File: src/hdl/ce_pkg.sv
package ce_pkg;

   // ------------------------------
   // Data path widths
   // ------------------------------
   localparam int CE_ADDR_W     = 32;
   localparam int CE_DATA_W     = 64;
   localparam int CE_BEAT_BYTES = CE_DATA_W / 8;
   localparam int CE_SIZE_W     = 16;

   // Fixed read chunk, four beats per request
   localparam int CE_CHUNK_BEATS = 4;
   localparam int CE_CHUNK_BYTES = CE_CHUNK_BEATS * CE_BEAT_BYTES;

   // Completion FIFO
   localparam int CE_FIFO_DEPTH_LOG2 = 4;
   localparam int CE_FIFO_DEPTH      = 1 << CE_FIFO_DEPTH_LOG2;
   localparam int CE_FIFO_CNT_W      = CE_FIFO_DEPTH_LOG2 + 1;

   // ------------------------------
   // Register map
   // ------------------------------
   localparam int CE_CSR_ADDR_W = 3;

   localparam logic [CE_CSR_ADDR_W-1:0] CE_REG_HOST_ADDR = 3'd0;
   localparam logic [CE_CSR_ADDR_W-1:0] CE_REG_HPS_ADDR  = 3'd1;
   localparam logic [CE_CSR_ADDR_W-1:0] CE_REG_SIZE      = 3'd2;
   localparam logic [CE_CSR_ADDR_W-1:0] CE_REG_CTRL      = 3'd3;
   localparam logic [CE_CSR_ADDR_W-1:0] CE_REG_STATUS    = 3'd4;

   // Control bits, both self clearing
   localparam int CE_CTRL_START_BIT   = 0;
   localparam int CE_CTRL_SOFTRST_BIT = 1;

   // Status bits
   localparam int CE_STAT_BUSY_BIT = 0;
   localparam int CE_STAT_DONE_BIT = 1;
   localparam int CE_STAT_ERR_BIT  = 2;

endpackage

File: src/hdl/ce_cfg_if.sv
interface ce_cfg_if;

   // Transfer setup from the register block
   logic [ce_pkg::CE_ADDR_W-1:0] host_addr;
   logic [ce_pkg::CE_ADDR_W-1:0] hps_addr;
   logic [ce_pkg::CE_SIZE_W-1:0] size_words;
   logic                         start;
   logic                         core_rst;
   logic                         abort;

   // Status pulses back from the engines
   logic                         rd_err;
   logic                         wr_err;
   logic                         wr_done;

   modport csr (
      output host_addr, hps_addr, size_words, start, core_rst, abort,
      input  rd_err, wr_err, wr_done
   );

   modport rd (
      input  host_addr, size_words, start, core_rst, abort,
      output rd_err
   );

   modport wr (
      input  hps_addr, size_words, start, core_rst, abort,
      output wr_err, wr_done
   );

endinterface

File: src/hdl/ce_cpl_if.sv
interface ce_cpl_if;

   // Write side
   logic                             push;
   logic [ce_pkg::CE_DATA_W-1:0]     push_data;

   // Read side, head is valid while not empty
   logic                             pop;
   logic [ce_pkg::CE_DATA_W-1:0]     head_data;
   logic                             empty;

   // Occupancy, used for credit tracking
   logic [ce_pkg::CE_FIFO_CNT_W-1:0] count;

   modport fifo (
      input  push, push_data, pop,
      output head_data, empty, count
   );

   modport producer (
      output push, push_data,
      input  count
   );

   modport consumer (
      output pop,
      input  head_data, empty
   );

endinterface

File: src/hdl/ce_cpl_fifo.sv
module ce_cpl_fifo (
   input  logic  clk,
   ce_cpl_if.fifo cpl,
   input  logic  core_rst
);

   logic [ce_pkg::CE_DATA_W-1:0]          mem [ce_pkg::CE_FIFO_DEPTH];
   logic [ce_pkg::CE_FIFO_DEPTH_LOG2-1:0] wr_ptr;
   logic [ce_pkg::CE_FIFO_DEPTH_LOG2-1:0] rd_ptr;
   logic [ce_pkg::CE_FIFO_CNT_W-1:0]      count_q;
   logic                                  full;

   assign full = (count_q == ce_pkg::CE_FIFO_CNT_W'(ce_pkg::CE_FIFO_DEPTH));

   // Storage
   always_ff @(posedge clk) begin
      if (cpl.push) begin
         mem[wr_ptr] <= cpl.push_data;
      end
   end

   // Pointers and occupancy
   always_ff @(posedge clk) begin
      if (core_rst) begin
         wr_ptr  <= '0;
         rd_ptr  <= '0;
         count_q <= '0;
      end else begin
         if (cpl.push) begin
            wr_ptr <= wr_ptr + 1'b1;
         end
         if (cpl.pop) begin
            rd_ptr <= rd_ptr + 1'b1;
         end
         case ({cpl.push, cpl.pop})
            2'b10:   count_q <= count_q + 1'b1;
            2'b01:   count_q <= count_q - 1'b1;
            default: ;
         endcase
      end
   end

   assign cpl.head_data = mem[rd_ptr];
   assign cpl.empty     = (count_q == '0);
   assign cpl.count     = count_q;

   // Credits upstream should make overflow impossible
   a_no_overflow: assert property (@(posedge clk) disable iff (core_rst)
      !(cpl.push && full));

   a_no_underflow: assert property (@(posedge clk) disable iff (core_rst)
      !(cpl.pop && cpl.empty));

endmodule

File: src/hdl/ce_csr.sv
module ce_csr (
   input  logic                             clk,
   input  logic                             rst,
   input  logic                             csr_wen,
   input  logic                             csr_ren,
   input  logic [ce_pkg::CE_CSR_ADDR_W-1:0] csr_addr,
   input  logic [ce_pkg::CE_DATA_W-1:0]     csr_wdata,
   output logic [ce_pkg::CE_DATA_W-1:0]     csr_rdata,
   output logic                             csr_rvalid,
   output logic                             ce_done,
   ce_cfg_if.csr                            cfg
);

   logic [ce_pkg::CE_ADDR_W-1:0] host_addr_q;
   logic [ce_pkg::CE_ADDR_W-1:0] hps_addr_q;
   logic [ce_pkg::CE_SIZE_W-1:0] size_q;
   logic                         ctrl_wr;
   logic                         start_q;
   logic                         soft_q;
   logic                         busy_q;
   logic                         done_q;
   logic                         err_q;

   assign ctrl_wr = csr_wen && (csr_addr == ce_pkg::CE_REG_CTRL);

   // ------------------------------
   // Setup registers
   // ------------------------------
   // Kept across a soft reset so software need not reprogram them
   always_ff @(posedge clk) begin
      if (rst) begin
         host_addr_q <= '0;
         hps_addr_q  <= '0;
         size_q      <= '0;
      end else if (csr_wen) begin
         case (csr_addr)
            ce_pkg::CE_REG_HOST_ADDR: host_addr_q <= csr_wdata[ce_pkg::CE_ADDR_W-1:0];
            ce_pkg::CE_REG_HPS_ADDR:  hps_addr_q  <= csr_wdata[ce_pkg::CE_ADDR_W-1:0];
            ce_pkg::CE_REG_SIZE:      size_q      <= csr_wdata[ce_pkg::CE_SIZE_W-1:0];
            default: ;
         endcase
      end
   end

   // ------------------------------
   // Control pulses
   // ------------------------------
   // Start is dropped while busy, after an error, or alongside soft reset
   always_ff @(posedge clk) begin
      if (rst) begin
         start_q <= 1'b0;
         soft_q  <= 1'b0;
      end else begin
         start_q <= ctrl_wr && csr_wdata[ce_pkg::CE_CTRL_START_BIT] &&
                    !csr_wdata[ce_pkg::CE_CTRL_SOFTRST_BIT] && !busy_q && !err_q;
         soft_q  <= ctrl_wr && csr_wdata[ce_pkg::CE_CTRL_SOFTRST_BIT];
      end
   end

   // Status, cleared by the core reset
   always_ff @(posedge clk) begin
      if (cfg.core_rst) begin
         busy_q <= 1'b0;
         done_q <= 1'b0;
         err_q  <= 1'b0;
      end else begin
         if (start_q) begin
            busy_q <= 1'b1;
            done_q <= 1'b0;
         end else if (cfg.wr_done) begin
            busy_q <= 1'b0;
            done_q <= 1'b1;
         end
         // Error wins over a late done
         if (cfg.rd_err || cfg.wr_err) begin
            err_q  <= 1'b1;
            busy_q <= 1'b0;
            done_q <= 1'b0;
         end
      end
   end

   // Read data, one cycle after csr_ren
   always_ff @(posedge clk) begin
      csr_rdata <= '0;
      if (csr_ren) begin
         case (csr_addr)
            ce_pkg::CE_REG_HOST_ADDR: csr_rdata[ce_pkg::CE_ADDR_W-1:0] <= host_addr_q;
            ce_pkg::CE_REG_HPS_ADDR:  csr_rdata[ce_pkg::CE_ADDR_W-1:0] <= hps_addr_q;
            ce_pkg::CE_REG_SIZE:      csr_rdata[ce_pkg::CE_SIZE_W-1:0] <= size_q;
            ce_pkg::CE_REG_STATUS: begin
               csr_rdata[ce_pkg::CE_STAT_BUSY_BIT] <= busy_q;
               csr_rdata[ce_pkg::CE_STAT_DONE_BIT] <= done_q;
               csr_rdata[ce_pkg::CE_STAT_ERR_BIT]  <= err_q;
            end
            default: ;
         endcase
      end
   end

   always_ff @(posedge clk) begin
      if (rst) begin
         csr_rvalid <= 1'b0;
      end else begin
         csr_rvalid <= csr_ren;
      end
   end

   assign cfg.host_addr  = host_addr_q;
   assign cfg.hps_addr   = hps_addr_q;
   assign cfg.size_words = size_q;
   assign cfg.start      = start_q;
   assign cfg.core_rst   = rst | soft_q;
   assign cfg.abort      = err_q;
   assign ce_done        = done_q;

   // A new job never launches into a core reset
   a_start_no_rst: assert property (@(posedge clk) disable iff (rst)
      !(cfg.start && cfg.core_rst));

endmodule

File: src/hdl/ce_hps_wr.sv
module ce_hps_wr (
   input  logic                         clk,
   ce_cfg_if.wr                         cfg,
   ce_cpl_if.consumer                   cpl,
   output logic                         hps_wr_valid,
   output logic [ce_pkg::CE_ADDR_W-1:0] hps_wr_addr,
   output logic [ce_pkg::CE_DATA_W-1:0] hps_wr_data,
   input  logic                         hps_wr_ready,
   input  logic                         hps_bvalid,
   input  logic                         hps_berr
);

   logic                         active;
   logic                         load;
   logic [ce_pkg::CE_ADDR_W-1:0] next_addr;
   logic [ce_pkg::CE_SIZE_W-1:0] wr_cnt;
   logic [ce_pkg::CE_SIZE_W-1:0] resp_cnt;

   // ------------------------------
   // Write issue
   // ------------------------------
   // Pop the head when the output slot is free or draining this cycle
   assign load = active && !cfg.abort && !cpl.empty &&
                 (wr_cnt < cfg.size_words) &&
                 (!hps_wr_valid || hps_wr_ready);

   assign cpl.pop = load;

   always_ff @(posedge clk) begin
      if (cfg.core_rst) begin
         active       <= 1'b0;
         hps_wr_valid <= 1'b0;
         wr_cnt       <= '0;
         resp_cnt     <= '0;
      end else begin
         if (cfg.start) begin
            active   <= 1'b1;
            wr_cnt   <= '0;
            resp_cnt <= '0;
         end else if (cfg.wr_done || cfg.wr_err) begin
            active <= 1'b0;
         end
         if (load) begin
            hps_wr_valid <= 1'b1;
            wr_cnt       <= wr_cnt + 1'b1;
         end else if (hps_wr_ready) begin
            hps_wr_valid <= 1'b0;
         end
         if (hps_bvalid) begin
            resp_cnt <= resp_cnt + 1'b1;
         end
      end
   end

   // Word address walk and output beat
   always_ff @(posedge clk) begin
      if (cfg.start) begin
         next_addr <= cfg.hps_addr;
      end else if (load) begin
         next_addr <= next_addr + ce_pkg::CE_ADDR_W'(ce_pkg::CE_BEAT_BYTES);
      end
      if (load) begin
         hps_wr_addr <= next_addr;
         hps_wr_data <= cpl.head_data;
      end
   end

   // ------------------------------
   // Responses
   // ------------------------------
   // Done on the final good response, so status follows one cycle later
   assign cfg.wr_done = active && hps_bvalid && !hps_berr &&
                        (resp_cnt == cfg.size_words - 1'b1);
   assign cfg.wr_err  = active && hps_bvalid && hps_berr;

endmodule

File: src/hdl/ce_rd_req.sv
module ce_rd_req (
   input  logic                         clk,
   ce_cfg_if.rd                         cfg,
   ce_cpl_if.producer                   cpl,
   output logic                         rd_req_valid,
   output logic [ce_pkg::CE_ADDR_W-1:0] rd_req_addr,
   input  logic                         rd_req_ready,
   input  logic                         cpl_valid,
   input  logic [ce_pkg::CE_DATA_W-1:0] cpl_data,
   input  logic                         cpl_err
);

   logic                             active;
   logic [ce_pkg::CE_SIZE_W-1:0]     req_cnt;
   logic [ce_pkg::CE_SIZE_W-1:0]     rcv_cnt;
   logic [ce_pkg::CE_FIFO_CNT_W-1:0] pending;
   logic [ce_pkg::CE_FIFO_CNT_W-1:0] pending_n;
   logic                             credit_ok;
   logic                             issue;
   logic                             req_hs;
   logic                             last_req;

   // ------------------------------
   // Credit check
   // ------------------------------
   // Room for a whole chunk after the FIFO and the beats still in flight
   assign credit_ok = (int'(cpl.count) + int'(pending) + ce_pkg::CE_CHUNK_BEATS)
                      <= ce_pkg::CE_FIFO_DEPTH;

   assign issue    = active && !cfg.abort && !rd_req_valid && credit_ok;
   assign req_hs   = rd_req_valid && rd_req_ready;
   assign last_req = (int'(req_cnt) + ce_pkg::CE_CHUNK_BEATS) >= int'(cfg.size_words);

   always_comb begin
      pending_n = pending;
      if (req_hs) begin
         pending_n = pending_n + ce_pkg::CE_FIFO_CNT_W'(ce_pkg::CE_CHUNK_BEATS);
      end
      if (cpl_valid) begin
         pending_n = pending_n - 1'b1;
      end
   end

   always_ff @(posedge clk) begin
      if (cfg.core_rst) begin
         active       <= 1'b0;
         rd_req_valid <= 1'b0;
         req_cnt      <= '0;
         rcv_cnt      <= '0;
         pending      <= '0;
      end else begin
         if (cfg.start) begin
            active  <= 1'b1;
            req_cnt <= '0;
            rcv_cnt <= '0;
         end
         if (issue) begin
            rd_req_valid <= 1'b1;
         end else if (req_hs) begin
            rd_req_valid <= 1'b0;
            req_cnt      <= req_cnt + ce_pkg::CE_SIZE_W'(ce_pkg::CE_CHUNK_BEATS);
            if (last_req) begin
               active <= 1'b0;
            end
         end
         if (cpl.push) begin
            rcv_cnt <= rcv_cnt + 1'b1;
         end
         pending <= pending_n;
      end
   end

   // Chunk address walk
   always_ff @(posedge clk) begin
      if (cfg.start) begin
         rd_req_addr <= cfg.host_addr;
      end else if (req_hs) begin
         rd_req_addr <= rd_req_addr + ce_pkg::CE_ADDR_W'(ce_pkg::CE_CHUNK_BYTES);
      end
   end

   // ------------------------------
   // Completion intake
   // ------------------------------
   // Beats past the image size in the last chunk are dropped
   assign cpl.push      = cpl_valid && !cpl_err && (rcv_cnt < cfg.size_words);
   assign cpl.push_data = cpl_data;
   assign cfg.rd_err    = cpl_valid && cpl_err;

   a_req_stable: assert property (@(posedge clk) disable iff (cfg.core_rst)
      rd_req_valid && !rd_req_ready |=> rd_req_valid && $stable(rd_req_addr));

endmodule

File: src/hdl/ce_top.sv
module ce_top (
   input  logic                             clk,
   input  logic                             rst,

   // Register port
   input  logic                             csr_wen,
   input  logic                             csr_ren,
   input  logic [ce_pkg::CE_CSR_ADDR_W-1:0] csr_addr,
   input  logic [ce_pkg::CE_DATA_W-1:0]     csr_wdata,
   output logic [ce_pkg::CE_DATA_W-1:0]     csr_rdata,
   output logic                             csr_rvalid,

   // Host read requests and completions
   output logic                             rd_req_valid,
   output logic [ce_pkg::CE_ADDR_W-1:0]     rd_req_addr,
   input  logic                             rd_req_ready,
   input  logic                             cpl_valid,
   input  logic [ce_pkg::CE_DATA_W-1:0]     cpl_data,
   input  logic                             cpl_err,

   // HPS writes and responses
   output logic                             hps_wr_valid,
   output logic [ce_pkg::CE_ADDR_W-1:0]     hps_wr_addr,
   output logic [ce_pkg::CE_DATA_W-1:0]     hps_wr_data,
   input  logic                             hps_wr_ready,
   input  logic                             hps_bvalid,
   input  logic                             hps_berr,

   output logic                             ce_done
);

   ce_cfg_if cfg_if ();
   ce_cpl_if cpl_if ();

   ce_csr i_csr (
      .clk        (clk),
      .rst        (rst),
      .csr_wen    (csr_wen),
      .csr_ren    (csr_ren),
      .csr_addr   (csr_addr),
      .csr_wdata  (csr_wdata),
      .csr_rdata  (csr_rdata),
      .csr_rvalid (csr_rvalid),
      .ce_done    (ce_done),
      .cfg        (cfg_if.csr)
   );

   ce_rd_req i_rd_req (
      .clk          (clk),
      .cfg          (cfg_if.rd),
      .cpl          (cpl_if.producer),
      .rd_req_valid (rd_req_valid),
      .rd_req_addr  (rd_req_addr),
      .rd_req_ready (rd_req_ready),
      .cpl_valid    (cpl_valid),
      .cpl_data     (cpl_data),
      .cpl_err      (cpl_err)
   );

   // Host to HPS completion buffer
   ce_cpl_fifo i_cpl_fifo (
      .clk      (clk),
      .cpl      (cpl_if.fifo),
      .core_rst (cfg_if.core_rst)
   );

   ce_hps_wr i_hps_wr (
      .clk          (clk),
      .cfg          (cfg_if.wr),
      .cpl          (cpl_if.consumer),
      .hps_wr_valid (hps_wr_valid),
      .hps_wr_addr  (hps_wr_addr),
      .hps_wr_data  (hps_wr_data),
      .hps_wr_ready (hps_wr_ready),
      .hps_bvalid   (hps_bvalid),
      .hps_berr     (hps_berr)
   );

endmodule

File: config.mk
export PLATFORM = sky130hd
export DESIGN_NAME = ce_top
export DESIGN_NICKNAME = d
export VERILOG_FILES = /design/src/hdl/ce_pkg.sv /design/src/hdl/ce_cfg_if.sv /design/src/hdl/ce_cpl_if.sv /design/src/hdl/ce_cpl_fifo.sv /design/src/hdl/ce_csr.sv /design/src/hdl/ce_hps_wr.sv /design/src/hdl/ce_rd_req.sv /design/src/hdl/ce_top.sv
export SDC_FILE = /design/constraint.sdc
export NUM_CORES = 2
export LEC_CHECK = 0
export BUFFER_PORTS_ARGS = -buffer_cell sky130_fd_sc_hd__buf_2
export CELL_PAD_IN_SITES_DETAIL_PLACEMENT = 0
export CELL_PAD_IN_SITES_GLOBAL_PLACEMENT = 1
export CORE_ASPECT_RATIO = 0.8
export CORE_MARGIN = 5
export CORE_UTILIZATION = 54
export CTS_BUF_LIST = sky130_fd_sc_hd__clkbuf_4
export DETAILED_ROUTE_END_ITERATION = 8
export MAX_ROUTING_LAYER = met4
export PLACE_DENSITY = 0.84
export SYNTH_ARGS = -nofsm -noshare
export SYNTH_HDL_FRONTEND = slang
export SYNTH_HIERARCHICAL = 1
export SYNTH_SLANG_ARGS = --single-unit
File: constraint.sdc
create_clock -name clk -period 9.02 [get_ports clk]
set_input_delay 2.255 -clock clk [delete_from_list [all_inputs] [get_ports clk]]
set_output_delay 2.255 -clock clk [all_outputs]
set_load 0.005 [all_outputs]
# Yosys cells after proc, flatten, opt, wreduce, memory -nomap -nowiden
# Memory sizes are Yosys's and may differ from the RTL's. A register that Yosys moved wholly into a read port is not among the register bits.
# Cells that the tools add are included.
# op_classes
muxes	31
add_sub_neg	16
n_bitwise	1
eq_ne	7
magnitude_cmp	4
reduce_logical	48
# op_table
cell	count
$mux 32	4
$mux 16	7
$add 32x4->32 const B	2
$add 16x1->16 const B	3
$pmux 13 s3	1
$add 32x6->32 const B	1
$ge 32x17->1	1
$le 32x6->1 const B	1
$lt 16x16->1	2
$pmux 16 s2	1
$logic_and 1x1->1	21
$reduce_bool 2->1	9
$add 16x3->17 const B	1
$add 16x3->16 const B	1
$eq 16x16->1	1
$sub 16x1->16 const B	1
$mux 1	14
$pmux 3 s4	1
$mux 5	2
$pmux 5 s2	1
$sub 5x1->5 const B	2
$add 4x1->4 const B	2
$logic_not 1->1	8
$add 5x5->6	1
14 further kinds	19
# totals
out_inout_bits	196
mem_count	1
inputBits	141
reg_bits	300
mem_bits_rw	1024
wordCells	133
# memory_table
memory	words	width	rd	rd_ports_with_merged_regs	write_ports	line	rtl
i_cpl_fifo.mem	16	64	1	1	1	ce_cpl_fifo.sv:7	logic [ce_pkg::CE_DATA_W-1:0] mem [ce_pkg::CE_FIFO_DEPTH];

# Logic depth before layout (Yosys ltp)
# depth
ltp_word	7
depth_mapped	17
ltp_nobuf	15

# By module
# The synthesis kept the hierarchy.
# modules_own_cells
mod	cells_each	seq_area_each_um2	instances	area_each_um2
ce_cpl_fifo	1674	31089.8	1	39142.5
ce_hps_wr	621	4524.3	1	7362.1
ce_rd_req	598	1741.7	1	5227.5
ce_csr	545	2362.3	1	4647.0

# Worst setup path before layout
# No wires, ideal clock.
# synth_timing
path_kind	input to register
from	in hps_wr_ready
to	reg i_cpl_fifo.count_q (netlist bit i_cpl_fifo/cpl.count[4])
required_time_ns	8.956
path_slack_ns	2.011
arrival_ns	6.945
path_buffers	2
path_stages	13
setup_ns	0.064
cell_sequence	inv_1 > a21oi_1 > o21ai_2 > buf_6 > clkinv_1 > ha_1 > clkbuf_1 > xor2_1 > ha_1 > o21ai_0 > or3_1 > a2111o_1 > nand4_1
# synth_via
elab_chain_cells	4
word_cells_on_any_way	6
classes_between	2 x eq/ne; 1 x mux; 3 x reduce/logical
# synth_rtl
item	line	rtl
from (decl)	ce_top.sv:25	input logic hps_wr_ready,
$logic_or 1x1->1 *	ce_hps_wr.sv:25	(!hps_wr_valid || hps_wr_ready);
$logic_and 1x1->1 *	ce_hps_wr.sv:24	(wr_cnt < cfg.size_words) &&
named net cpl_if.pop	ce_cpl_if.sv:8	logic pop;
$eq 2x1->1 or $eq 2x2->1 (tied branches)	ce_cpl_fifo.sv:35	case ({cpl.push, cpl.pop})
$pmux 5 s2 or $reduce_bool 2->1 (tied branches)	n/a	
to (signal assigned)	ce_cpl_fifo.sv:36	2'b10: count_q <= count_q + 1'b1;
to (signal assigned)	ce_cpl_fifo.sv:37	2'b01: count_q <= count_q - 1'b1;
to (decl)	ce_cpl_fifo.sv:10	logic [ce_pkg::CE_FIFO_CNT_W-1:0] count_q;
# Mark *: on every way through the listed nets, which the timed path passes. The rest lies on a longest branch.
# A chain may end at the register's enable or synchronous reset.

# Final worst setup path
# layout_timing
from	reg i_csr.size_q (netlist bit i_csr/cfg.size_words[11])
to	mem i_cpl_fifo/mem[0][39] in the netlist's numbering, enable pin
# layout_via
elab_chain_cells	4
# layout_rtl
item	line	rtl
from (decl)	ce_csr.sv:16	logic [ce_pkg::CE_SIZE_W-1:0] size_q;
from (signal assigned)	ce_csr.sv:39	ce_pkg::CE_REG_SIZE: size_q <= csr_wdata[ce_pkg::CE_SIZE_W-1:0];
$lt 16x16->1	ce_rd_req.sv:86	assign cpl.push = cpl_valid && !cpl_err && (rcv_cnt < cfg.size_words);
$logic_and 1x1->1	ce_rd_req.sv:86	
named net cpl_if.push	ce_cpl_if.sv:4	logic push;
$mux 1	ce_cpl_fifo.sv:17	if (cpl.push) begin
$mux 1 (implied by the code)	ce_cpl_fifo.sv:18	mem[wr_ptr] <= cpl.push_data;
to (decl)	ce_cpl_fifo.sv:7	
# The timed path passes the listed nets, and every way through them passes these cells.

==> results.md <==
- The area growth from synthesis to layout is 11.3%.
- Summed over all layers, the global routing overflow is 0.
- Summed over all nets, the half-perimeter wirelength after detailed placement is around 71 mm.
- The most common cell type on the critical path is inv_1.
- The post-synthesis average cell area is 16.4 um^2.
- The post-cts hold buffer count is 0.
- For this run, the slowest stage of the critical path takes around 0.84 ns.
- The worst setup path is captured at a flip-flop.
- The number of synthesized register bits is 1392.
- The count of mapped cells out of synthesis is 3438.
- The signal on the critical path passes through inv_1, ha_1, and2_1, a221o_1, a21oi_1, nand3_2, inv_1, inv_1, nor3_1, and2_4, buf_4.
- The worst reg-to-reg setup slack is 4.38 ns.
- The flow ran to the end, and the final reports show no timing, DRC or antenna violations.
- The tree is rooted in a clkbuf_4.
- The placeable core area is 104000 um^2.
- The critical path starts at i_csr/cfg.size_words[11].
- The clock latency at the later pin of the worst-skew pair is 1.22 ns.
- For this configuration, the core starts out at a cell density of 0.542.
- The detailed router finished its first iteration with 3196 violations.
- The critical path depth in cells is 11.
- The final critical delay including setup and external delays is 4.64 ns.
- The number of design rule violations left after detail routing is 0.
- The number of enable flip-flop cells after synthesis is 1184.
- In this design, the largest share of critical-path delay is due to buffers and inverters.
- The tightest min-delay check is of the flip-flop to flip-flop type.
- The library cell occupying the most area in the post-synthesis netlist is edfxtp_1.
- The die area is 111000 um^2.
- Yosys attributes the largest share of cell area to edfxtp_1 63%, mux4_2 10%, dfxtp_1 7.4%.
- Power spread over the standard cell area amounts to 198 nW/um^2.
- The number of rows in the core area is 106.
- The setup path with the least slack is of type flip-flop to flip-flop.
- The worst register-to-register path ends at i_cpl_fifo/mem[0][39].
- The maximum clock insertion buffer count is 4.
- The number of hold violations in the final report is 0.
- The count of fill cells added during filler insertion is 7770.
- Dividing the detail-routed wire length by the instance count gives 23.0 um.
- The count of vias placed by the detailed router is 32000.
- Counting every sink on the clock net gives 1392.
- Of all nets on the critical path, the largest fanout is 49.
- Counting cells, the worst reg-to-reg path comes to 11.
- In this run the vertical extent of the chip is ~300 um.
- After the last flow step, the layout net total stands at approximately 4100.
- The share of the cycle needed by the critical path after routing is 0.515.
- The synthesized netlist contains 88 unique library cells.
- Together, buffers and inverters on the worst path number 4.
- In the final layout, the share of cells above drive strength 1 is 0.280.
- The clock slew seen by the registers of the worst setup and hold paths is about 0.07 ns.
- The count of final max-slew check failures is 0.
- Setup repair after global routing left no endpoint under its margin.
- The number of CTS-inserted buffers is 347.
- The first global-routing pass estimated 193 mm of wire.
- The cell with the biggest individual delay on the critical path is buf_4.
- Once detail routing completed, the nets flagged for antenna violations numbered 0.
- The number of global-route vias before repair is about 32000.
- The maximum number of pins on one net before global-route repair is 99.
- For the worst setup path, the data arrival time is 5.38 ns.
- The number of warnings reported in the yosys synthesis log is 6.
- At the end of routability-driven placement, the weighted congestion stood at 0.815.
- In the synthesized netlist the dominant register cell turns out to be edfxtp_1.
- STA classifies the critical path startpoint as a flip-flop.
- The final cell area excluding filler cells is roughly 63000 um^2.
- The worst register-to-register path begins at i_csr/cfg.size_words[11].
- The cell area after placement is 58400 um^2.
- The termination of the worst setup path is i_cpl_fifo/mem[0][39].
- TritonCTS built the clock tree.
- For this run, the total global-route usage over all layers was measured as 0.237.
- The detail-routed via count per cell is 5.80.
- For this run, the top clock speed supported by timing is about 220 MHz.
- For this design the static power due to leakage is 21.1 nW.
- The count of max-cap constraint violations is 0.
- The largest voltage drop on the vdd net is 0.141 mV.
- In this run, post-CTS repair resized a total of 0 instances.
- The total negative slack is 0 ns.
- In this run the tool buffered the top-level ports with 272 buffer cells.
- The netlist area before placement is 56400 um^2.
- Buffers added to address setup during post-CTS repair amount to 0.
- The die extent in x is 371 um.
- Pin placement for this block handled 337 I/O pins.
- The count of endpoints failing setup in the final report is 0.
- The routed design has 127 mm of wire.
- The share of synthesized area in the top cell type comes to 0.631.
- The clock skew after layout is approximately 0.11 ns.
- The iteration count of the initial detailed-routing pass is 5.
- At the pin with the least slew margin, the transition time is around 1.1 ns.
- After synthesis, the share of flip-flops with an asynchronous set or reset is 0.
- In this run the number of H-tree levels came out at 5.
- The number of antenna violations at the first check in global routing is 21.
- The required time reported for the critical path endpoint is roughly 9.8 ns.
- The part of the Yosys area used for sequential elements is 0.704.
- The worst max-slew margin expressed relative to the limit is 0.251.
-- kinds of logic (layout without fill, tap and decap cells) --
logic type | Yosys count | in the layout | share of synthesized area
AO/OA/AOI/OAI | 478 | 478 | 0.0545
XOR/XNOR | 106 | 106 | 0.0165
adder cells (fa/ha/maj) | 74 | 74 | 0.0166
buffers and inverters | 338 | 962 | 0.0326
flip-flops | 1392 | 1392 | 0.704
multiplexers | 281 | 281 | 0.107
other | 1 | 58 | 0.0000665
AND/OR/NAND/NOR | 768 | 768 | 0.0684
-- how the worst min path moves through the flow --
stage | from | to | cells past startpoint
detailed placement | i_hps_wr/next_addr[1] | i_hps_wr/hps_wr_addr[1] | 0
CTS | i_hps_wr/next_addr[1] | i_hps_wr/hps_wr_addr[1] | 0
global route | i_hps_wr/next_addr[1] | i_hps_wr/hps_wr_addr[1] | 0
finish | i_hps_wr/next_addr[1] | i_hps_wr/hps_wr_addr[1] | 0
floorplan | i_hps_wr/next_addr[0] | i_hps_wr/hps_wr_addr[0] | 0
global placement | i_hps_wr/next_addr[0] | i_hps_wr/hps_wr_addr[0] | 0
-- layout make-up --
cell class	instances	area (um^2)	area share
well taps	1404	1760	0.0280
diodes	26	65.1	0.00104
flip-flops and latches	1392	39700	0.633
multi-input cells	1739	15000	0.240
clock inverters	85	512	0.00815
inverters	66	253	0.00403
clock buffers	500	3750	0.0598
repair buffers	311	1670	0.0265
-- routing by layer --
layer  up-vias  part of all wire  track usage  wire length, um
met5         -                 0            -                0
met4         0             0.019       0.0812             2470
met3       186             0.091       0.0552            11600
met2      1369              0.47        0.340            59300
met1     16100              0.42        0.338            53800
li1      14300                 -            -                -
-- placed cells by master, fill, tap and decap left out, types with 7 or more instances in the layout --
cell type  Yosys  layout
inv_1         63      63
conb_1         1      32
a31oi_1       14      14
a21o_1        11      11
and2_4         0      17
nand2_1      339     338
nand3_1       58      58
and3_1        38      38
bufinv_16      0       7
and2_1        33      16
xor2_1        52      52
o21ai_1        7       7
or3_1         13      13
dfxtp_1      208     205
nor3_1        24      24
a2bb2oi_1     13      13
nor2_1        98      97
a21oi_1      135     135
buf_4        116      38
ha_1          73      73
nand4_1       32      32
nor2b_1       31      29
a22oi_1      150     150
diode_2        0      26
nand2b_1      19      19
inv_2          2       8
nor3b_1        9       9
clkinv_1       1      65
a211o_1        8       8
edfxtp_1    1184    1184
mux4_2       256     256
buf_2         30     272
clkbuf_4       0     500
nor4_1        15      15
o21ai_0       89      89
mux2i_1       19      19
xnor2_1       54      54
clkinv_2       0       7
-- worst reg2reg max path, cell delays in order (launching register included) --
cell and delay, ns:
dfxtp_1 0.57, inv_1 0.18, ha_1 0.34, and2_1 0.17, a221o_1 0.29, a21oi_1 0.25, nand3_2 0.23, inv_1 0.27
inv_1 0.18, nor3_1 0.43, and2_4 0.43, buf_4 0.85
-- synthesized netlist by cell type, types with 5 or more instances --
master	instances
clkbuf_1	94
and4_1	6
a2bb2oi_1	13
edfxtp_1	1184
and2_1	33
dfxtp_1	208
nor4_1	15
a21oi_1	135
nand2b_1	19
buf_6	13
xnor2_1	54
and3_1	38
a31oi_1	14
nand3_1	58
nor3b_1	9
a21o_1	11
o32ai_1	5
buf_2	30
nor2b_1	31
a211o_1	8
buf_1	18
o21ai_0	89
a221o_1	6
ha_1	73
nor2_1	98
nand2_1	339
a22oi_1	150
buf_4	116
nand4_1	32
or3_1	13
nor3_1	24
or2_2	5
nand3b_1	5
nor4bb_1	5
xor2_1	52
mux4_2	256
mux2i_1	19
o21ai_1	7
o211ai_1	6
inv_1	63
-- registers in the layout (all words and copies together), names as in the netlist, 4 cells and up, named ones only --
signal and cells:
i_cpl_fifo/cpl.count 5, i_cpl_fifo/mem 1024, i_cpl_fifo/rd_ptr 4, i_cpl_fifo/wr_ptr 4
i_csr/cfg.host_addr 32, i_csr/cfg.hps_addr 32, i_csr/cfg.size_words 16, i_csr/csr_rdata 32
i_hps_wr/hps_wr_addr 32, i_hps_wr/hps_wr_data 64, i_hps_wr/next_addr 32, i_hps_wr/resp_cnt 16
i_hps_wr/wr_cnt 16, i_rd_req/pending 5, i_rd_req/rcv_cnt 16, i_rd_req/rd_req_addr 32
i_rd_req/req_cnt 16
-- per-stage QoR --
step | power [mW] | setup WS, ns | std cells | hold slack (ns) | utilization
detailed placement | 7.44 | 3.35 | 4912 | 0.406 | 0.561
finish | 12.4 | 4.38 | 5523 | 0.423 | 0.603
global placement | 7.43 | 3.44 | 4912 | 0.403 | 0.561
CTS | 12.6 | 4.39 | 5497 | 0.422 | 0.602
global route | 13.0 | 4.11 | 5518 | 0.439 | 0.603
floorplan | 7.36 | 2.01 | 3469 | 0.400 | -
-- power breakdown --
part           leakage [nW]  internal, mW  switching, mW
logic                  6.18        0.0911          0.196
clock network          2.55          2.73           2.40
registers              12.4          6.99         0.0221
No activity file was read; power rests on OpenSTA's default activity.
